**src/include/sts_params.svh**
```systemverilog
`ifndef STS_PARAMS_SVH
`define STS_PARAMS_SVH

// status word fields
`define STS_ARITH_W 8
`define STS_MODE_W 7
`define STS_MASK_W 10

// mask + mode + arith
`define STS_WORD_W 25

// status stack geometry
`define STS_DEPTH 7
`define STS_PTR_W 3

`endif

```
**src/rtl/stsTypesPkg.sv**
```systemverilog
`default_nettype none

`include "sts_params.svh"

package stsTypesPkg;

  // AZ in bit 0 up to AC in bit 3; the upper nibble is kept but never tested
  typedef struct packed {
    logic [`STS_ARITH_W-5:0] spare;
    logic ac;                                 // carry
    logic av;                                 // overflow
    logic an;                                 // negative
    logic az;                                 // zero
  } arithStatT;

  typedef logic [`STS_MODE_W-1:0] modeStatT;

  typedef logic [`STS_MASK_W-1:0] intMaskT;

  typedef struct packed {
    intMaskT mask;                            // top 10 bits
    modeStatT mode;
    arithStatT arith;                         // low 8 bits
  } stsWordT;

  typedef logic [`STS_PTR_W-1:0] stkPtrT;

endpackage

`default_nettype wire

```
**src/rtl/stsCmdPkg.sv**
```systemverilog
`default_nettype none

package stsCmdPkg;

  // host command opcodes
  typedef enum logic [2:0] {
    OP_NOP      = 3'd0,
    OP_WRARITH  = 3'd1,
    OP_WRMODE   = 3'd2,
    OP_WRMASK   = 3'd3,
    OP_PUSH     = 3'd4,
    OP_POP      = 3'd5,                       // also return from interrupt
    OP_INTENTRY = 3'd6
  } stsOpE;

  // condition codes on the arithmetic flags
  typedef enum logic [3:0] {
    COND_EQ     = 4'd0,
    COND_NE     = 4'd1,
    COND_LT     = 4'd2,
    COND_GE     = 4'd3,
    COND_GT     = 4'd4,
    COND_LE     = 4'd5,
    COND_AV     = 4'd6,
    COND_NOTAV  = 4'd7,
    COND_AC     = 4'd8,
    COND_NOTAC  = 4'd9,
    COND_ALWAYS = 4'd10
  } condE;

endpackage

`default_nettype wire

```
**src/rtl/stsCmdDecode.sv**
```systemverilog
`timescale 1ns/1ps
`default_nettype none

module stsCmdDecode (
  input  logic             STSCLK,
  input  logic             T_RST,
  input  logic             cmdValid,
  input  stsCmdPkg::stsOpE cmdOp,
  input  logic [9:0]       cmdData,
  output logic             wrArith,
  output logic             wrMode,
  output logic             wrMask,
  output logic [9:0]       wrData,
  output logic             pushEn,
  output logic             popEn,
  output logic             restoreEn,
  output logic             clrMask
);

  import stsCmdPkg::*;

  logic arithNext, modeNext, maskNext;
  logic pushNext, popNext, clrNext;

  always_comb begin
    arithNext = 1'b0;
    modeNext  = 1'b0;
    maskNext  = 1'b0;
    pushNext  = 1'b0;
    popNext   = 1'b0;
    clrNext   = 1'b0;
    if (cmdValid) begin
      case (cmdOp)
        OP_WRARITH:  arithNext = 1'b1;
        OP_WRMODE:   modeNext  = 1'b1;
        OP_WRMASK:   maskNext  = 1'b1;
        OP_PUSH:     pushNext  = 1'b1;
        OP_POP:      popNext   = 1'b1;
        OP_INTENTRY: begin
          pushNext = 1'b1;                    // save word, then drop the mask
          clrNext  = 1'b1;
        end
        default: ;                            // nop
      endcase
    end
  end

  always_ff @(posedge STSCLK or posedge T_RST) begin
    if (T_RST) begin
      wrArith   <= 1'b0;
      wrMode    <= 1'b0;
      wrMask    <= 1'b0;
      pushEn    <= 1'b0;
      popEn     <= 1'b0;
      restoreEn <= 1'b0;
      clrMask   <= 1'b0;
    end else begin
      wrArith   <= arithNext;
      wrMode    <= modeNext;
      wrMask    <= maskNext;
      pushEn    <= pushNext;
      popEn     <= popNext;
      restoreEn <= popNext;                   // pop reloads the registers
      clrMask   <= clrNext;
    end
  end

  always_ff @(posedge STSCLK) begin
    if (cmdValid) begin
      wrData <= cmdData;
    end
  end

endmodule

`default_nettype wire

```
**src/rtl/statusRegs.sv**
```systemverilog
`timescale 1ns/1ps
`default_nettype none

module statusRegs (
  input  logic                   STSCLK,
  input  logic                   T_RST,
  input  logic                   wrArith,
  input  logic                   wrMode,
  input  logic                   wrMask,
  input  logic [9:0]             wrData,
  input  logic                   restoreEn,
  input  logic                   clrMask,
  input  stsTypesPkg::stsWordT   topWord,
  input  logic                   stkEmpty,
  output stsTypesPkg::arithStatT arithStat,
  output stsTypesPkg::modeStatT  modeStat,
  output stsTypesPkg::intMaskT   intMask,
  output stsTypesPkg::stsWordT   curWord
);

  import stsTypesPkg::*;

  logic doRestore;

  assign doRestore = restoreEn && !stkEmpty;  // nothing to restore from an empty stack

  always_ff @(posedge STSCLK or posedge T_RST) begin
    if (T_RST) begin
      arithStat <= '0;
      modeStat  <= '0;
      intMask   <= '0;
    end else if (doRestore) begin
      arithStat <= topWord.arith;
      modeStat  <= topWord.mode;
      intMask   <= topWord.mask;
    end else begin
      if (wrArith) begin
        arithStat <= arithStatT'(wrData[$bits(arithStatT)-1:0]);
      end
      if (wrMode) begin
        modeStat <= modeStatT'(wrData[$bits(modeStatT)-1:0]);
      end
      // on interrupt entry the stack takes the old word on this same edge
      if (wrMask) begin
        intMask <= intMaskT'(wrData);
      end else if (clrMask) begin
        intMask <= '0;
      end
    end
  end

  assign curWord = '{mask: intMask, mode: modeStat, arith: arithStat};

endmodule

`default_nettype wire

```
**src/rtl/stackMem.sv**
```systemverilog
`timescale 1ns/1ps
`default_nettype none

`include "sts_params.svh"

module stackMem (
  input  logic                   STSCLK,
  input  logic                   we,
  input  logic [`STS_PTR_W-1:0]  wrAddr,
  input  logic [`STS_WORD_W-1:0] wrWord,
  input  logic [`STS_PTR_W-1:0]  rdAddr,
  output logic [`STS_WORD_W-1:0] rdWord
);

  logic [`STS_WORD_W-1:0] mem [`STS_DEPTH];

  always_ff @(posedge STSCLK) begin
    if (we) begin
      mem[wrAddr] <= wrWord;
    end
  end

  // the empty pointer lies past the last entry
  assign rdWord = (rdAddr < `STS_PTR_W'(`STS_DEPTH)) ? mem[rdAddr] : '0;

endmodule

`default_nettype wire

```
**src/rtl/statusStack.sv**
```systemverilog
`timescale 1ns/1ps
`default_nettype none

`include "sts_params.svh"

module statusStack (
  input  logic                 STSCLK,
  input  logic                 T_RST,
  input  logic                 pushEn,
  input  logic                 popEn,
  input  stsTypesPkg::stsWordT curWord,
  output stsTypesPkg::stsWordT topWord,
  output logic                 stkFull,
  output logic                 stkEmpty,
  output logic                 stkHas1,
  output logic                 stkOvf
);

  import stsTypesPkg::*;

  stkPtrT ptr;
  stkPtrT ptrInc;
  stkPtrT ptrDec;
  logic   doPush;
  logic   doPop;

  // pointer counts down to empty; 7 means no entries
  assign stkEmpty = (ptr == stkPtrT'(`STS_DEPTH));
  assign stkFull  = (ptr == stkPtrT'(`STS_DEPTH - 1));
  assign stkHas1  = (ptr == '0);

  assign doPush = pushEn && !stkFull;
  assign doPop  = popEn && !stkEmpty;

  assign ptrInc = ptr + 1'b1;                 // wraps 7 -> 0 on first push
  assign ptrDec = ptr - 1'b1;

  always_ff @(posedge STSCLK or posedge T_RST) begin
    if (T_RST) begin
      ptr <= stkPtrT'(`STS_DEPTH);
    end else if (doPush) begin
      ptr <= ptrInc;
    end else if (doPop) begin
      ptr <= ptrDec;
    end
  end

  always_ff @(posedge STSCLK or posedge T_RST) begin
    if (T_RST) begin
      stkOvf <= 1'b0;
    end else if ((pushEn && stkFull) || (popEn && stkEmpty)) begin
      stkOvf <= 1'b1;                         // sticky
    end
  end

  stackMem stackMem (
    .STSCLK (STSCLK),
    .we     (doPush),
    .wrAddr (ptrInc),
    .wrWord (curWord),
    .rdAddr (ptr),
    .rdWord (topWord)
  );

endmodule

`default_nettype wire

```
**src/rtl/stsCondEval.sv**
```systemverilog
`timescale 1ns/1ps
`default_nettype none

module stsCondEval (
  input  logic                   STSCLK,
  input  logic                   T_RST,
  input  stsTypesPkg::arithStatT arithStat,
  input  stsCmdPkg::condE        condSel,
  output logic                   condTrue
);

  import stsCmdPkg::*;

  logic condNext;

  always_comb begin
    case (condSel)
      COND_EQ:     condNext = arithStat.az;
      COND_NE:     condNext = !arithStat.az;
      COND_LT:     condNext = arithStat.an;
      COND_GE:     condNext = !arithStat.an;
      COND_GT:     condNext = !(arithStat.az || arithStat.an);
      COND_LE:     condNext = arithStat.az || arithStat.an;
      COND_AV:     condNext = arithStat.av;
      COND_NOTAV:  condNext = !arithStat.av;
      COND_AC:     condNext = arithStat.ac;
      COND_NOTAC:  condNext = !arithStat.ac;
      COND_ALWAYS: condNext = 1'b1;
      default:     condNext = 1'b0;           // unused codes never true
    endcase
  end

  always_ff @(posedge STSCLK or posedge T_RST) begin
    if (T_RST) begin
      condTrue <= 1'b0;
    end else begin
      condTrue <= condNext;
    end
  end

endmodule

`default_nettype wire

```
**src/rtl/stsSeqTop.sv**
```systemverilog
`timescale 1ns/1ps
`default_nettype none

module stsSeqTop (
  input  logic                   STSCLK,
  input  logic                   T_RST,
  input  logic                   cmdValid,
  input  stsCmdPkg::stsOpE       cmdOp,
  input  logic [9:0]             cmdData,
  input  stsCmdPkg::condE        condSel,
  output stsTypesPkg::arithStatT arithStat,
  output stsTypesPkg::modeStatT  modeStat,
  output stsTypesPkg::intMaskT   intMask,
  output logic                   stkFull,
  output logic                   stkEmpty,
  output logic                   stkHas1,
  output logic                   stkOvf,
  output logic                   condTrue
);

  import stsTypesPkg::*;

  logic       wrArith;
  logic       wrMode;
  logic       wrMask;
  logic [9:0] wrData;
  logic       pushEn;
  logic       popEn;
  logic       restoreEn;
  logic       clrMask;
  stsWordT    curWord;
  stsWordT    topWord;

  stsCmdDecode stsCmdDecode (
    .STSCLK    (STSCLK),
    .T_RST     (T_RST),
    .cmdValid  (cmdValid),
    .cmdOp     (cmdOp),
    .cmdData   (cmdData),
    .wrArith   (wrArith),
    .wrMode    (wrMode),
    .wrMask    (wrMask),
    .wrData    (wrData),
    .pushEn    (pushEn),
    .popEn     (popEn),
    .restoreEn (restoreEn),
    .clrMask   (clrMask)
  );

  statusRegs statusRegs (
    .STSCLK    (STSCLK),
    .T_RST     (T_RST),
    .wrArith   (wrArith),
    .wrMode    (wrMode),
    .wrMask    (wrMask),
    .wrData    (wrData),
    .restoreEn (restoreEn),
    .clrMask   (clrMask),
    .topWord   (topWord),
    .stkEmpty  (stkEmpty),
    .arithStat (arithStat),
    .modeStat  (modeStat),
    .intMask   (intMask),
    .curWord   (curWord)
  );

  statusStack statusStack (
    .STSCLK   (STSCLK),
    .T_RST    (T_RST),
    .pushEn   (pushEn),
    .popEn    (popEn),
    .curWord  (curWord),
    .topWord  (topWord),
    .stkFull  (stkFull),
    .stkEmpty (stkEmpty),
    .stkHas1  (stkHas1),
    .stkOvf   (stkOvf)
  );

  stsCondEval stsCondEval (
    .STSCLK    (STSCLK),
    .T_RST     (T_RST),
    .arithStat (arithStat),
    .condSel   (condSel),
    .condTrue  (condTrue)
  );

endmodule

`default_nettype wire

```
**config.mk**
```make
export PLATFORM = sky130hd
export DESIGN_NAME = stsSeqTop
export DESIGN_NICKNAME = d
export VERILOG_FILES = /design/src/rtl/stsTypesPkg.sv /design/src/rtl/stsCmdPkg.sv /design/src/rtl/stsCmdDecode.sv /design/src/rtl/statusRegs.sv /design/src/rtl/stackMem.sv /design/src/rtl/statusStack.sv /design/src/rtl/stsCondEval.sv /design/src/rtl/stsSeqTop.sv
export VERILOG_INCLUDE_DIRS = /design/src /design/src/include
export SDC_FILE = /design/constraint.sdc
export NUM_CORES = 1
export LEC_CHECK = 0
export ABC_AREA = 1
export BUFFER_PORTS_ARGS = -buffer_cell sky130_fd_sc_hd__buf_4
export CAP_MARGIN = 20
export CORE_ASPECT_RATIO = 0.5
export CORE_MARGIN = 5
export CORE_UTILIZATION = 36
export CTS_BUF_LIST = sky130_fd_sc_hd__clkbuf_16
export CTS_CLUSTER_SIZE = 16
export DETAILED_ROUTE_END_ITERATION = 16
export MAX_ROUTING_LAYER = met4
export PLACE_DENSITY = 0.5
export REMOVE_ABC_BUFFERS = 1
export SYNTH_ARGS = -nofsm -noshare
export SYNTH_HDL_FRONTEND = slang
export SYNTH_SLANG_ARGS = --single-unit
```
**constraint.sdc**
```tcl
create_clock -name STSCLK -period 4.8 [get_ports STSCLK]
set_clock_uncertainty 0.1 [all_clocks]
set_input_delay 0.72 -clock STSCLK [delete_from_list [all_inputs] [get_ports STSCLK]]
set_output_delay 0.72 -clock STSCLK [all_outputs]
set_load 0.02 [all_outputs]
```
==> out/results.txt, run 1 <==
Crit path required time: 4.91 ns
CTS tree: built
fmax: 317 MHz
outcome: finished clean
most used cell along the critical path: ha_1
Yosys cell types: 23
Worst-Margin Slew: 1.04 ns
Post-layout nets: 968
post-synthesis to final-layout area growth: 15.7%
clk_lat worst skew: 0.51 ns
crit start category: flop
worst-path cell chain: ha_1 > ha_1 > inv_1 > nand2_1 > nor2_2 > buf_12
EDFF count, synth: 185
Synth Cell Area: 0.00931 sq mm
Main synth FF type: edfxtp_1
total wire length: 22500 um
Worst Setup End Kind: flop
Die W: 237 um
share of Yosys cell area claimed by the top area cell type: 59.7%
PD cells: 563 mW/mm^2
grt ovf: 0
DRC Markers: 0
hold buffers post-CTS: 0
ANT nets after route: 0
Synth area leader: edfxtp_1
maximum vdd drop: 0.359 mV
GPL Wtd Cong: 0.850
core area: 0.0253 sq mm
Core Util, Final: 42.5%
most frequent cell after synthesis: nand2_1
fin. max-slew vios: 0
CTS Buffer Depth: 3
CP arrival: 3.26 ns
DRT iter0 DRCs: 586
Rows: 41
antenna violations before repair: 0
Clock Sinks: 221
static leakage: 4.46 nW
vias in the first global route: 6131
yosys synthesis warning count: 0
Worst R2R Setup Slack: 1.64 ns
Total GRT Usage: 16.0%
sequential share of the synthesized area: 69.4%
first-pass iteration count of the detailed router: 5
top cells by area, synth: edfxtp_1 60%, nand2_1 11%, dfrtp_1 8.9%, nor2_1 4.5%, nand3_1 4.0%
maximum fanout along the worst path: 39
Slowest-stage cell, CP: dfstp_2
routed vias/inst: 4.77
FF+latch count, synth: 221
n_diodes: 0
Hold Fails Final Rpt: 0
Design Power: 6.06 mW
Initial Util: 36.7%
worst hold slack: 0.243 ns
max-cap violation count: 0
Async SR Flop Fraction: 16.3%
Setup WS post-layout: 1.64 ns
H-tree depth: 1
Port Buffers: 49
Gate Count Post-Synth: 891
clk root buf: clkbuf_16
die area: 0.0294 sq mm
RSZ-0062 raised after global routing: no
global-route wire length before repair: 35700 um
TritonCTS Buffers: 22
Setup Fix Bufs, Post-CTS: 0
Resize count post-CTS: 0
pin count of the biggest net entering global routing: 92
share of cells above drive strength 1: 11.6%
Vias: 6212
final worst-path cycle share: 65.8%
Reg clk slew, reported paths: 0.07 ns
crit path kind: flop to flop
# IOs: 50
Final min period: 3.16 ns
RR Startpoint: statusStack.ptr[1]
Avg Cell Area, Syn: 10.4 sq um
DP HPWL: 13000 um
Min-Delay Path Class: input pin to async pin
origin of the worst setup path: statusStack.ptr[1]
Place WS: 1.65 ns
Die H: 124 um
Synth top cells by count: 267 x nand2_1, 185 x edfxtp_1, 112 x nor2_1
CP max stage delay: 1.10 ns
endpoints failing setup: 0
DR WL/cell: 17.2 um
worst rel slew slack: 30.4%
-- power by group --
| group | leakage, nW | switching (mW) | internal [mW] |
|---|---|---|---|
| Clock | 0.364 | 0.722 | 0.934 |
| Sequential | 2.11 | 0.295 | 2.42 |
| Combinational | 1.98 | 1.14 | 0.547 |
-- per-stage QoR --
step	TNS, ns	cells	cell area (sq um)
2_1_floorplan	-18.28	853	9110
6_report	0	1303	10800
4_1_cts	0	1303	10800
3_5_place_dp	0	1263	10100
3_3_place_gp	0	1263	10100
5_1_grt	0	1303	10800
-- routing by layer --
| layer | track usage, % | part of all wire [%] | routed length, um |
|---|---|---|---|
| met3 | 2.12 | 3.8 | 851 |
| met4 | 4.03 | 2.4 | 545 |
| met5 | - | 0 | 0 |
| met2 | 25.1 | 45 | 10000 |
| met1 | 22.5 | 49 | 11000 |
-- critical path: cells and delay by family (launching register included) --
family | cells | cell delay [ns]
and+or+nand+nor | 2 | 0.75
adders and majority gates | 2 | 0.53
DFF | 1 | 1.10
buffers and inverters | 2 | 0.35
-- cells by family (layout without fill, tap and decap cells) --
| kind of cell | count (synthesis) | in the layout | share of synthesized area [%] |
|---|---|---|---|
| buffers and inverters | 138 | 206 | 6.21 |
| XOR/XNOR | 2 | 2 | 0.188 |
| flip-flops | 221 | 221 | 69.4 |
| adder cells (fa/ha/maj) | 5 | 5 | 0.672 |
| AO/OA/AOI/OAI | 56 | 56 | 3.33 |
| AND/OR/NAND/NOR | 469 | 469 | 20.2 |
-- registers in the layout, indices dropped and copies added (netlist names), 3 cells and up --
register / cells
statusRegs.arithStat: 8
statusRegs.intMask: 10
statusRegs.modeStat: 7
statusStack.ptr: 3
statusStack.stackMem.mem: 175
stsCmdDecode.wrData: 10
-- cells in the final DEF (no fill, tap or decap), drive strengths merged --
cell	instances
a21oi	19
buf	66
clkbuf	25
clkinv	9
clkinvlp	2
dfrtp	33
dfstp	3
edfxtp	185
ha	5
inv	104
nand2	267
nand3	74
nand4	5
nor2	113
nor3	9
nor4	1
o211ai	12
o21ai	25
xor2	2
-- final cells by class --
cell class              count  area, sq um
clock buffers              25          626
well taps                 344          430
multi-input cells         532         2300
clock inverters            15         71.3
repair buffers             66          508
inverters                 100          375
flip-flops and latches    221         6460
fillers                  2466        14600
-- final timing paths --
path                                                    to  cells after the start
setup / recovery           statusStack.stackMem.mem[0][13]                      6
hold / removal                         stsCmdDecode.pushEn                      3
setup reg to reg           statusStack.stackMem.mem[0][13]                      6
hold reg to reg                         statusStack.stkOvf                      2
max in group asynchronous           statusRegs.modeStat[1]                      3
min in group STSCLK                 stsCmdDecode.wrData[7]                      1
(Power assumes the default switching activity.)
==> run 2, diff against run 1 <==
Clock period 4.8 ns to 3.1 ns, I/O delays scaled along.
==> run 2 against run 1 <==
Effect of this change: power up 56%; global-route usage up 0.24 points; via count is 0.18% higher; combinational power rose by 62%; sequential power increased by 53%; cell count rose by 0.84%; critical endpoint is now statusStack.stackMem.mem[0][8].
==> out/results.txt, run 2 (same netlist as run 1, synthesis figures left out) <==
TritonCTS Buffers: 22 (unchanged)
max reg flops: 175 (unchanged)
DR WL/cell: 17.5 um (was 17.2 um)
Reg clk slew, reported paths: 0.07 ns (about the same)
Vias: 6223 (was 6212)
Initial Util: 36.7% (unchanged)
vias in the first global route: 6023 (was 6131)
CP arrival: 2.54 ns (was 3.26 ns)
Die H: 124 um (unchanged)
global-route wire length before repair: 35900 um (was 35700 um)
maximum vdd drop: 0.596 mV (was 0.359 mV)
met2 usage: 25.2% (was 25.1%)
crit path kind: flop to flop (unchanged)
routed vias/inst: 4.74 (was 4.77)
Setup WS post-layout: 0.659 ns (was 1.64 ns)
largest registers: statusStack.stackMem.mem (175), statusRegs.intMask (10), stsCmdDecode.wrData (10) (unchanged)
worst rel slew slack: 38.2% (was 30.4%)
DRT iter0 DRCs: 458 (was 586)
Post-Layout Cell Count: 1314 (was 1303)
PD cells: 874 mW/mm^2 (was 563 mW/mm^2)
placed cells: 1273 (was 1263)
Resize count post-CTS: 0 (unchanged)
CTS tree: built (unchanged)
RSZ-0062 raised after global routing: no (unchanged)
Final min period: 2.44 ns (was 3.16 ns)
ANT nets after route: 0 (unchanged)
CTS Buffer Depth: 3 (unchanged)
most frequent cells in the layout: 267 x nand2_1, 185 x edfxtp_1, 109 x nor2_1, 102 x inv_1, 75 x buf_4 (was 267 x nand2_1, 185 x edfxtp_1, 109 x nor2_1, 101 x inv_1, 74 x nand3_1)
share of cells above drive strength 1: 12.3% (was 11.6%)
core area: 0.0253 sq mm (unchanged)
endpoints failing setup: 0 (unchanged)
hold buffers post-CTS: 1 (was 0)
total wire length: 23000 um (was 22500 um)
clk root buf: clkbuf_16 (unchanged)
Clock Sinks: 221 (unchanged)
placed inst area: 0.0101 sq mm (about the same)
antenna violations before repair: 0 (unchanged)
Setup Fix Bufs, Post-CTS: 0 (unchanged)
grt ovf: 0 (unchanged)
maximum fanout along the worst path: 21 (was 39)
fin. max-slew vios: 0 (unchanged)
max-cap violation count: 0 (unchanged)
met1 Use GR: 23.6% (was 22.5%)
H-tree depth: 1 (unchanged)
Die W: 237 um (unchanged)
DP HPWL: 14100 um (was 13000 um)
Port Buffers: 49 (unchanged)
clk_lat worst skew: 0.50 ns (was 0.51 ns)
Min-Delay Path Class: input pin to flop (was input pin to async pin)
Hold Fails Final Rpt: 0 (unchanged)
n_diodes: 0 (unchanged)
Reg with most FFs: statusStack.stackMem.mem (unchanged)
# IOs: 50 (unchanged)
GRT busiest layer: met2 (unchanged)
Worst Setup End Kind: flop (unchanged)
Total GRT Usage: 16.2% (was 16.0%)
cell area after layout: 0.0109 sq mm (was 0.0108 sq mm)
outcome: finished clean (unchanged)
first-pass iteration count of the detailed router: 5 (unchanged)
fmax: 410 MHz (was 317 MHz)
GR Util met3: 1.90% (was 2.12%)
Worst-Margin Slew: 0.921 ns (was 1.04 ns)
most common cell after layout, fill and taps aside: nand2_1 (unchanged)
static leakage: 4.52 nW (was 4.46 nW)
die area: 0.0294 sq mm (unchanged)
Post-layout nets: 979 (was 968)
post-synthesis to final-layout area growth: 16.6% (was 15.7%)
Rows: 41 (unchanged)
GPL Wtd Cong: 0.801 (was 0.850)
Place WS: 0.654 ns (was 1.65 ns)
Crit path required time: 3.19 ns (was 4.91 ns)
DRC Markers: 0 (unchanged)
pin count of the biggest net entering global routing: 72 (was 92)
final worst-path cycle share: 78.7% (was 65.8%)
crit start category: flop (unchanged)
-- run 2: changes by cell type in the layout (fill, tap and decap cells not counted) --
| cell | change |
|---|---|
| buf_4 | +10 |
| inv_4 | -1 |
| clkinv_2 | +1 |
| dlygate4sd3_1 | +1 |
| clkinvlp_4 | -2 |
| clkbuf_16 | -2 |
| inv_1 | +1 |
| clkinv_1 | +1 |
| bufinv_16 | +2 |
-- run 2: worst paths after layout --
check                                    from                             end  slack (ns)  cells after the start
min in group asynchronous               T_RST              statusStack.stkOvf        0.51                      3
max reg2reg                statusStack.ptr[0]  statusStack.stackMem.mem[0][8]        0.66                      8
max                        statusStack.ptr[0]  statusStack.stackMem.mem[0][8]        0.66                      8
min                                cmdData[5]          stsCmdDecode.wrData[5]        0.04                      1
min reg2reg                statusStack.stkOvf              statusStack.stkOvf        0.39                      2
max in group asynchronous               T_RST              statusStack.ptr[2]        1.66                      4
-- run 2: layout make-up --
| type | instances | area, sq um |
|---|---|---|
| fill | 2430 | 14500 |
| sequential | 221 | 6460 |
| multi-input combinational | 532 | 2300 |
| timing repair buffer | 77 | 593 |
| clock buffer | 23 | 576 |
| tap | 344 | 430 |
| inverter | 100 | 375 |
| clock inverter | 17 | 123 |
-- run 2: metal layers --
metal	part of all wire, %	vias up
li1	-	3055
met1	50	3029
met2	45	113
met3	3.3	26
met4	1.7	0
met5	0	-
-- run 2: where the power goes --
part	internal (mW)	switching (mW)
Combinational	0.882	1.86
Clock	1.50	1.09
Sequential	3.75	0.408
-- run 2: per-stage QoR --
| step | util, % | hold WS (ns) | setup TNS [ns] | power (mW) |
|---|---|---|---|---|
| 5_1_grt | 42.8 | 0.0219 | 0 | 10.1 |
| 6_report | 42.8 | 0.0404 | 0 | 9.49 |
| 4_1_cts | 42.8 | 0.0197 | 0 | 9.61 |
| 3_5_place_dp | 40.0 | 0.389 | 0 | 7.00 |
| 2_1_floorplan | - | 0.364 | -279.42 | 5.78 |
| 3_3_place_gp | 40.0 | 0.388 | 0 | 6.98 |
-- run 2: critical path: stages (launching register included) --
cell and delay (ns):
dfstp_2 0.58, inv_2 0.06, ha_1 0.19, nand2_1 0.08, inv_1 0.06, nor2_1 0.19, nand2_1 0.19, nor2_2 0.40
buf_12 0.26
==> run 3, diff against run 2 <==
Settings changed: PLACE_DENSITY 0.5 to 0.52.
Clock period 3.1 ns to 2 ns, I/O delays scaled along.
==> run 3 against run 2 <==
Effect of this change: the flow now finishes with violations (negative setup slack); core utilization grew 3.4 points; worst hold slack got worse by 0.012 ns; first-iteration DRC count increased by 1.3%; power increased by 61%; non-clock buffer count increased by 58; global-route usage increased by 1.2 points; fmax is 15% higher; wire length grew 6.9%; register-to-register slack worse by 0.79 ns; sequential share of layout area is 4.4 points lower; worst setup slack got worse by 0.79 ns; critical path type unchanged.
==> out/results.txt, run 3 (same netlist as run 1, synthesis figures left out) <==
Hold Fails Final Rpt: 0 (unchanged)
most common cell after layout, fill and taps aside: nand2_1 (unchanged)
met1 Use GR: 24.8% (was 23.6%)
max reg flops: 175 (unchanged)
final worst-path cycle share: 106% (was 78.7%)
cell area after layout: 0.0117 sq mm (was 0.0109 sq mm)
Final min period: 2.13 ns (was 2.44 ns)
Initial Util: 36.7% (unchanged)
# IOs: 50 (unchanged)
Reg clk slew, reported paths: 0.06 ns (was 0.07 ns)
pin count of the biggest net entering global routing: 68 (was 72)
switching part of the total power: 36.1% (was 35.4%)
clk root buf: clkbuf_16 (unchanged)
CP arrival: 2.23 ns (was 2.54 ns)
fin. max-slew vios: 0 (unchanged)
crit path kind: flop to flop (unchanged)
Design Power: 15.3 mW (was 9.49 mW)
DP HPWL: 14400 um (was 14100 um)
GRT busiest layer: met2 (unchanged)
Psw: 5.53 mW (was 3.36 mW)
RSZ-0062 raised after global routing: yes (was no)
post-synthesis to final-layout area growth: 25.8% (was 16.6%)
core area: 0.0253 sq mm (unchanged)
Min-Delay Path Class: input pin to flop (unchanged)
Setup WS post-layout: -0.129 ns (was 0.659 ns)
endpoints failing setup: 168 (was 0)
GR Util met3: 2.15% (was 1.90%)
DR WL/cell: 17.9 um (was 17.5 um)
grt ovf: 0 (unchanged)
global-route wire length before repair: 38300 um (was 35900 um)
fillers: 2367 (was 2430)
maximum fanout along the worst path: 6 (was 21)
Clock Sinks: 221 (unchanged)
DRC Markers: 0 (unchanged)
maximum vdd drop: 0.644 mV (was 0.596 mV)
CTS Buffer Depth: 3 (unchanged)
n_diodes: 0 (unchanged)
largest registers: statusStack.stackMem.mem (175), statusRegs.intMask (10), stsCmdDecode.wrData (10) (unchanged)
Rows: 41 (unchanged)
Clock Power Share: 24.3% (was 27.3%)
Reg with most FFs: statusStack.stackMem.mem (unchanged)
outcome: finished with violations (was finished clean)
routed vias/inst: 4.76 (was 4.74)
vias in the first global route: 6437 (was 6023)
TritonCTS Buffers: 22 (unchanged)
Die W: 237 um (unchanged)
failing checks: negative setup slack
Post-Layout Cell Count: 1372 (was 1314)
Worst-Margin Slew: 0.560 ns (was 0.921 ns)
internal power: 9.79 mW (was 6.13 mW)
Reg power frac: 42.1% (was 43.8%)
met2 usage: 27.5% (was 25.2%)
Vias: 6524 (was 6223)
Worst Setup End Kind: flop (unchanged)
clk_lat worst skew: 0.50 ns (about the same)
Crit path required time: 2.10 ns (was 3.19 ns)
Place WS: -0.235 ns (was 0.654 ns)
CTS tree: built (unchanged)
worst rel slew slack: 62.6% (was 38.2%)
worst hold slack: 0.0283 ns (was 0.0404 ns)
crit start category: flop (unchanged)
Fin Setup TNS: -11.45 ns (was 0 ns)
Die H: 124 um (unchanged)
placed cells: 1301 (was 1273)
antenna violations before repair: 0 (unchanged)
fmax: 470 MHz (was 410 MHz)
most frequent cells in the layout: 262 x nand2_1, 185 x edfxtp_1, 106 x nor2_1, 100 x inv_1 (was 267 x nand2_1, 185 x edfxtp_1, 109 x nor2_1, 102 x inv_1, 75 x buf_4)
Total GRT Usage: 17.4% (was 16.2%)
Core Util, Final: 46.2% (was 42.8%)
static leakage: 4.91 nW (was 4.52 nW)
Port Buffers: 49 (unchanged)
Post-layout nets: 1037 (was 979)
PD cells: 1310 mW/mm^2 (was 874 mW/mm^2)
share of cells above drive strength 1: 17.3% (was 12.3%)
H-tree depth: 1 (unchanged)
GPL Wtd Cong: 0.818 (was 0.801)
Combinational Power Share: 33.6% (was 28.9%)
DRT iter0 DRCs: 464 (was 458)
placed inst area: 0.0104 sq mm (was 0.0101 sq mm)
total wire length: 24600 um (was 23000 um)
ANT nets after route: 0 (unchanged)
die area: 0.0294 sq mm (unchanged)
first-pass iteration count of the detailed router: 4 (was 5)
max-cap violation count: 0 (unchanged)
run 3: changes by cell type in the layout (fill, tap and decap cells not counted), sizes merged:
cell,previous run,this run
buf,76,120
bufinv,2,0
clkbuf,23,24
clkinv,11,10
dlygate4sd3,1,14
inv,104,107
run 3: worst paths after layout:
check	startpoint	to	slack, ns	cells past startpoint
max in group asynchronous	T_RST	statusStack.ptr[1]	1.00	4
hold reg to reg	stsCmdDecode.wrData[8]	statusRegs.intMask[8]	0.42	2
setup / recovery	statusStack.ptr[0]	statusStack.stackMem.mem[1][1]	-0.13	7
hold / removal	cmdOp[2]	stsCmdDecode.popEn	0.03	3
setup reg to reg	statusStack.ptr[0]	statusStack.stackMem.mem[1][1]	-0.13	7
min in group asynchronous	T_RST	statusRegs.intMask[2]	0.42	4
run 3: area by class of cell:
class                      instances  area [sq um]  area share (%)
timing repair buffer             135          1350            11.5
clock buffer                      23           576            4.91
sequential                       221          6460            55.1
inverter                         100           388            3.31
multi-input combinational        532          2440            20.9
clock inverter                    17          68.8           0.587
tap                              344           430            3.67
run 3: repair_timing:
| action | in CTS | in global routing |
|---|---|---|
| gates resized for setup | 86 | 23 |
| gates cloned | 6 | 0 |
| buffers inserted | 13 | 2 |
| endpoints found under the setup margin | 185 | 201 |
| hold endpoints to repair | 49 | 0 |
| pin swaps | 5 | 2 |
| hold buffers | 14 | 0 |
run 3: per-layer routing:
layer,share of wire [%],vias up,routed length [um]
li1,-,3164,-
met1,49,3194,12000
met2,46,129,11300
met3,3.9,37,966
met4,1.7,0,418
met5,0,-,0
run 3: critical path: stages, from the launching register on:
cell and delay, ns:
dfstp_2 0.57, buf_6 0.12, ha_4 0.14, ha_4 0.20, inv_4 0.08, nand2_4 0.07, nor3_4 0.29, buf_6 0.23
run 3: power by group through the flow:
stage	clock [mW]	combinational, mW	sequential, mW
global placement	0	4.44	6.52
floorplan	0	2.22	6.74
CTS	3.81	5.04	6.46
detailed placement	0	4.47	6.53
finish	3.72	5.15	6.45
global route	4.04	5.69	6.54
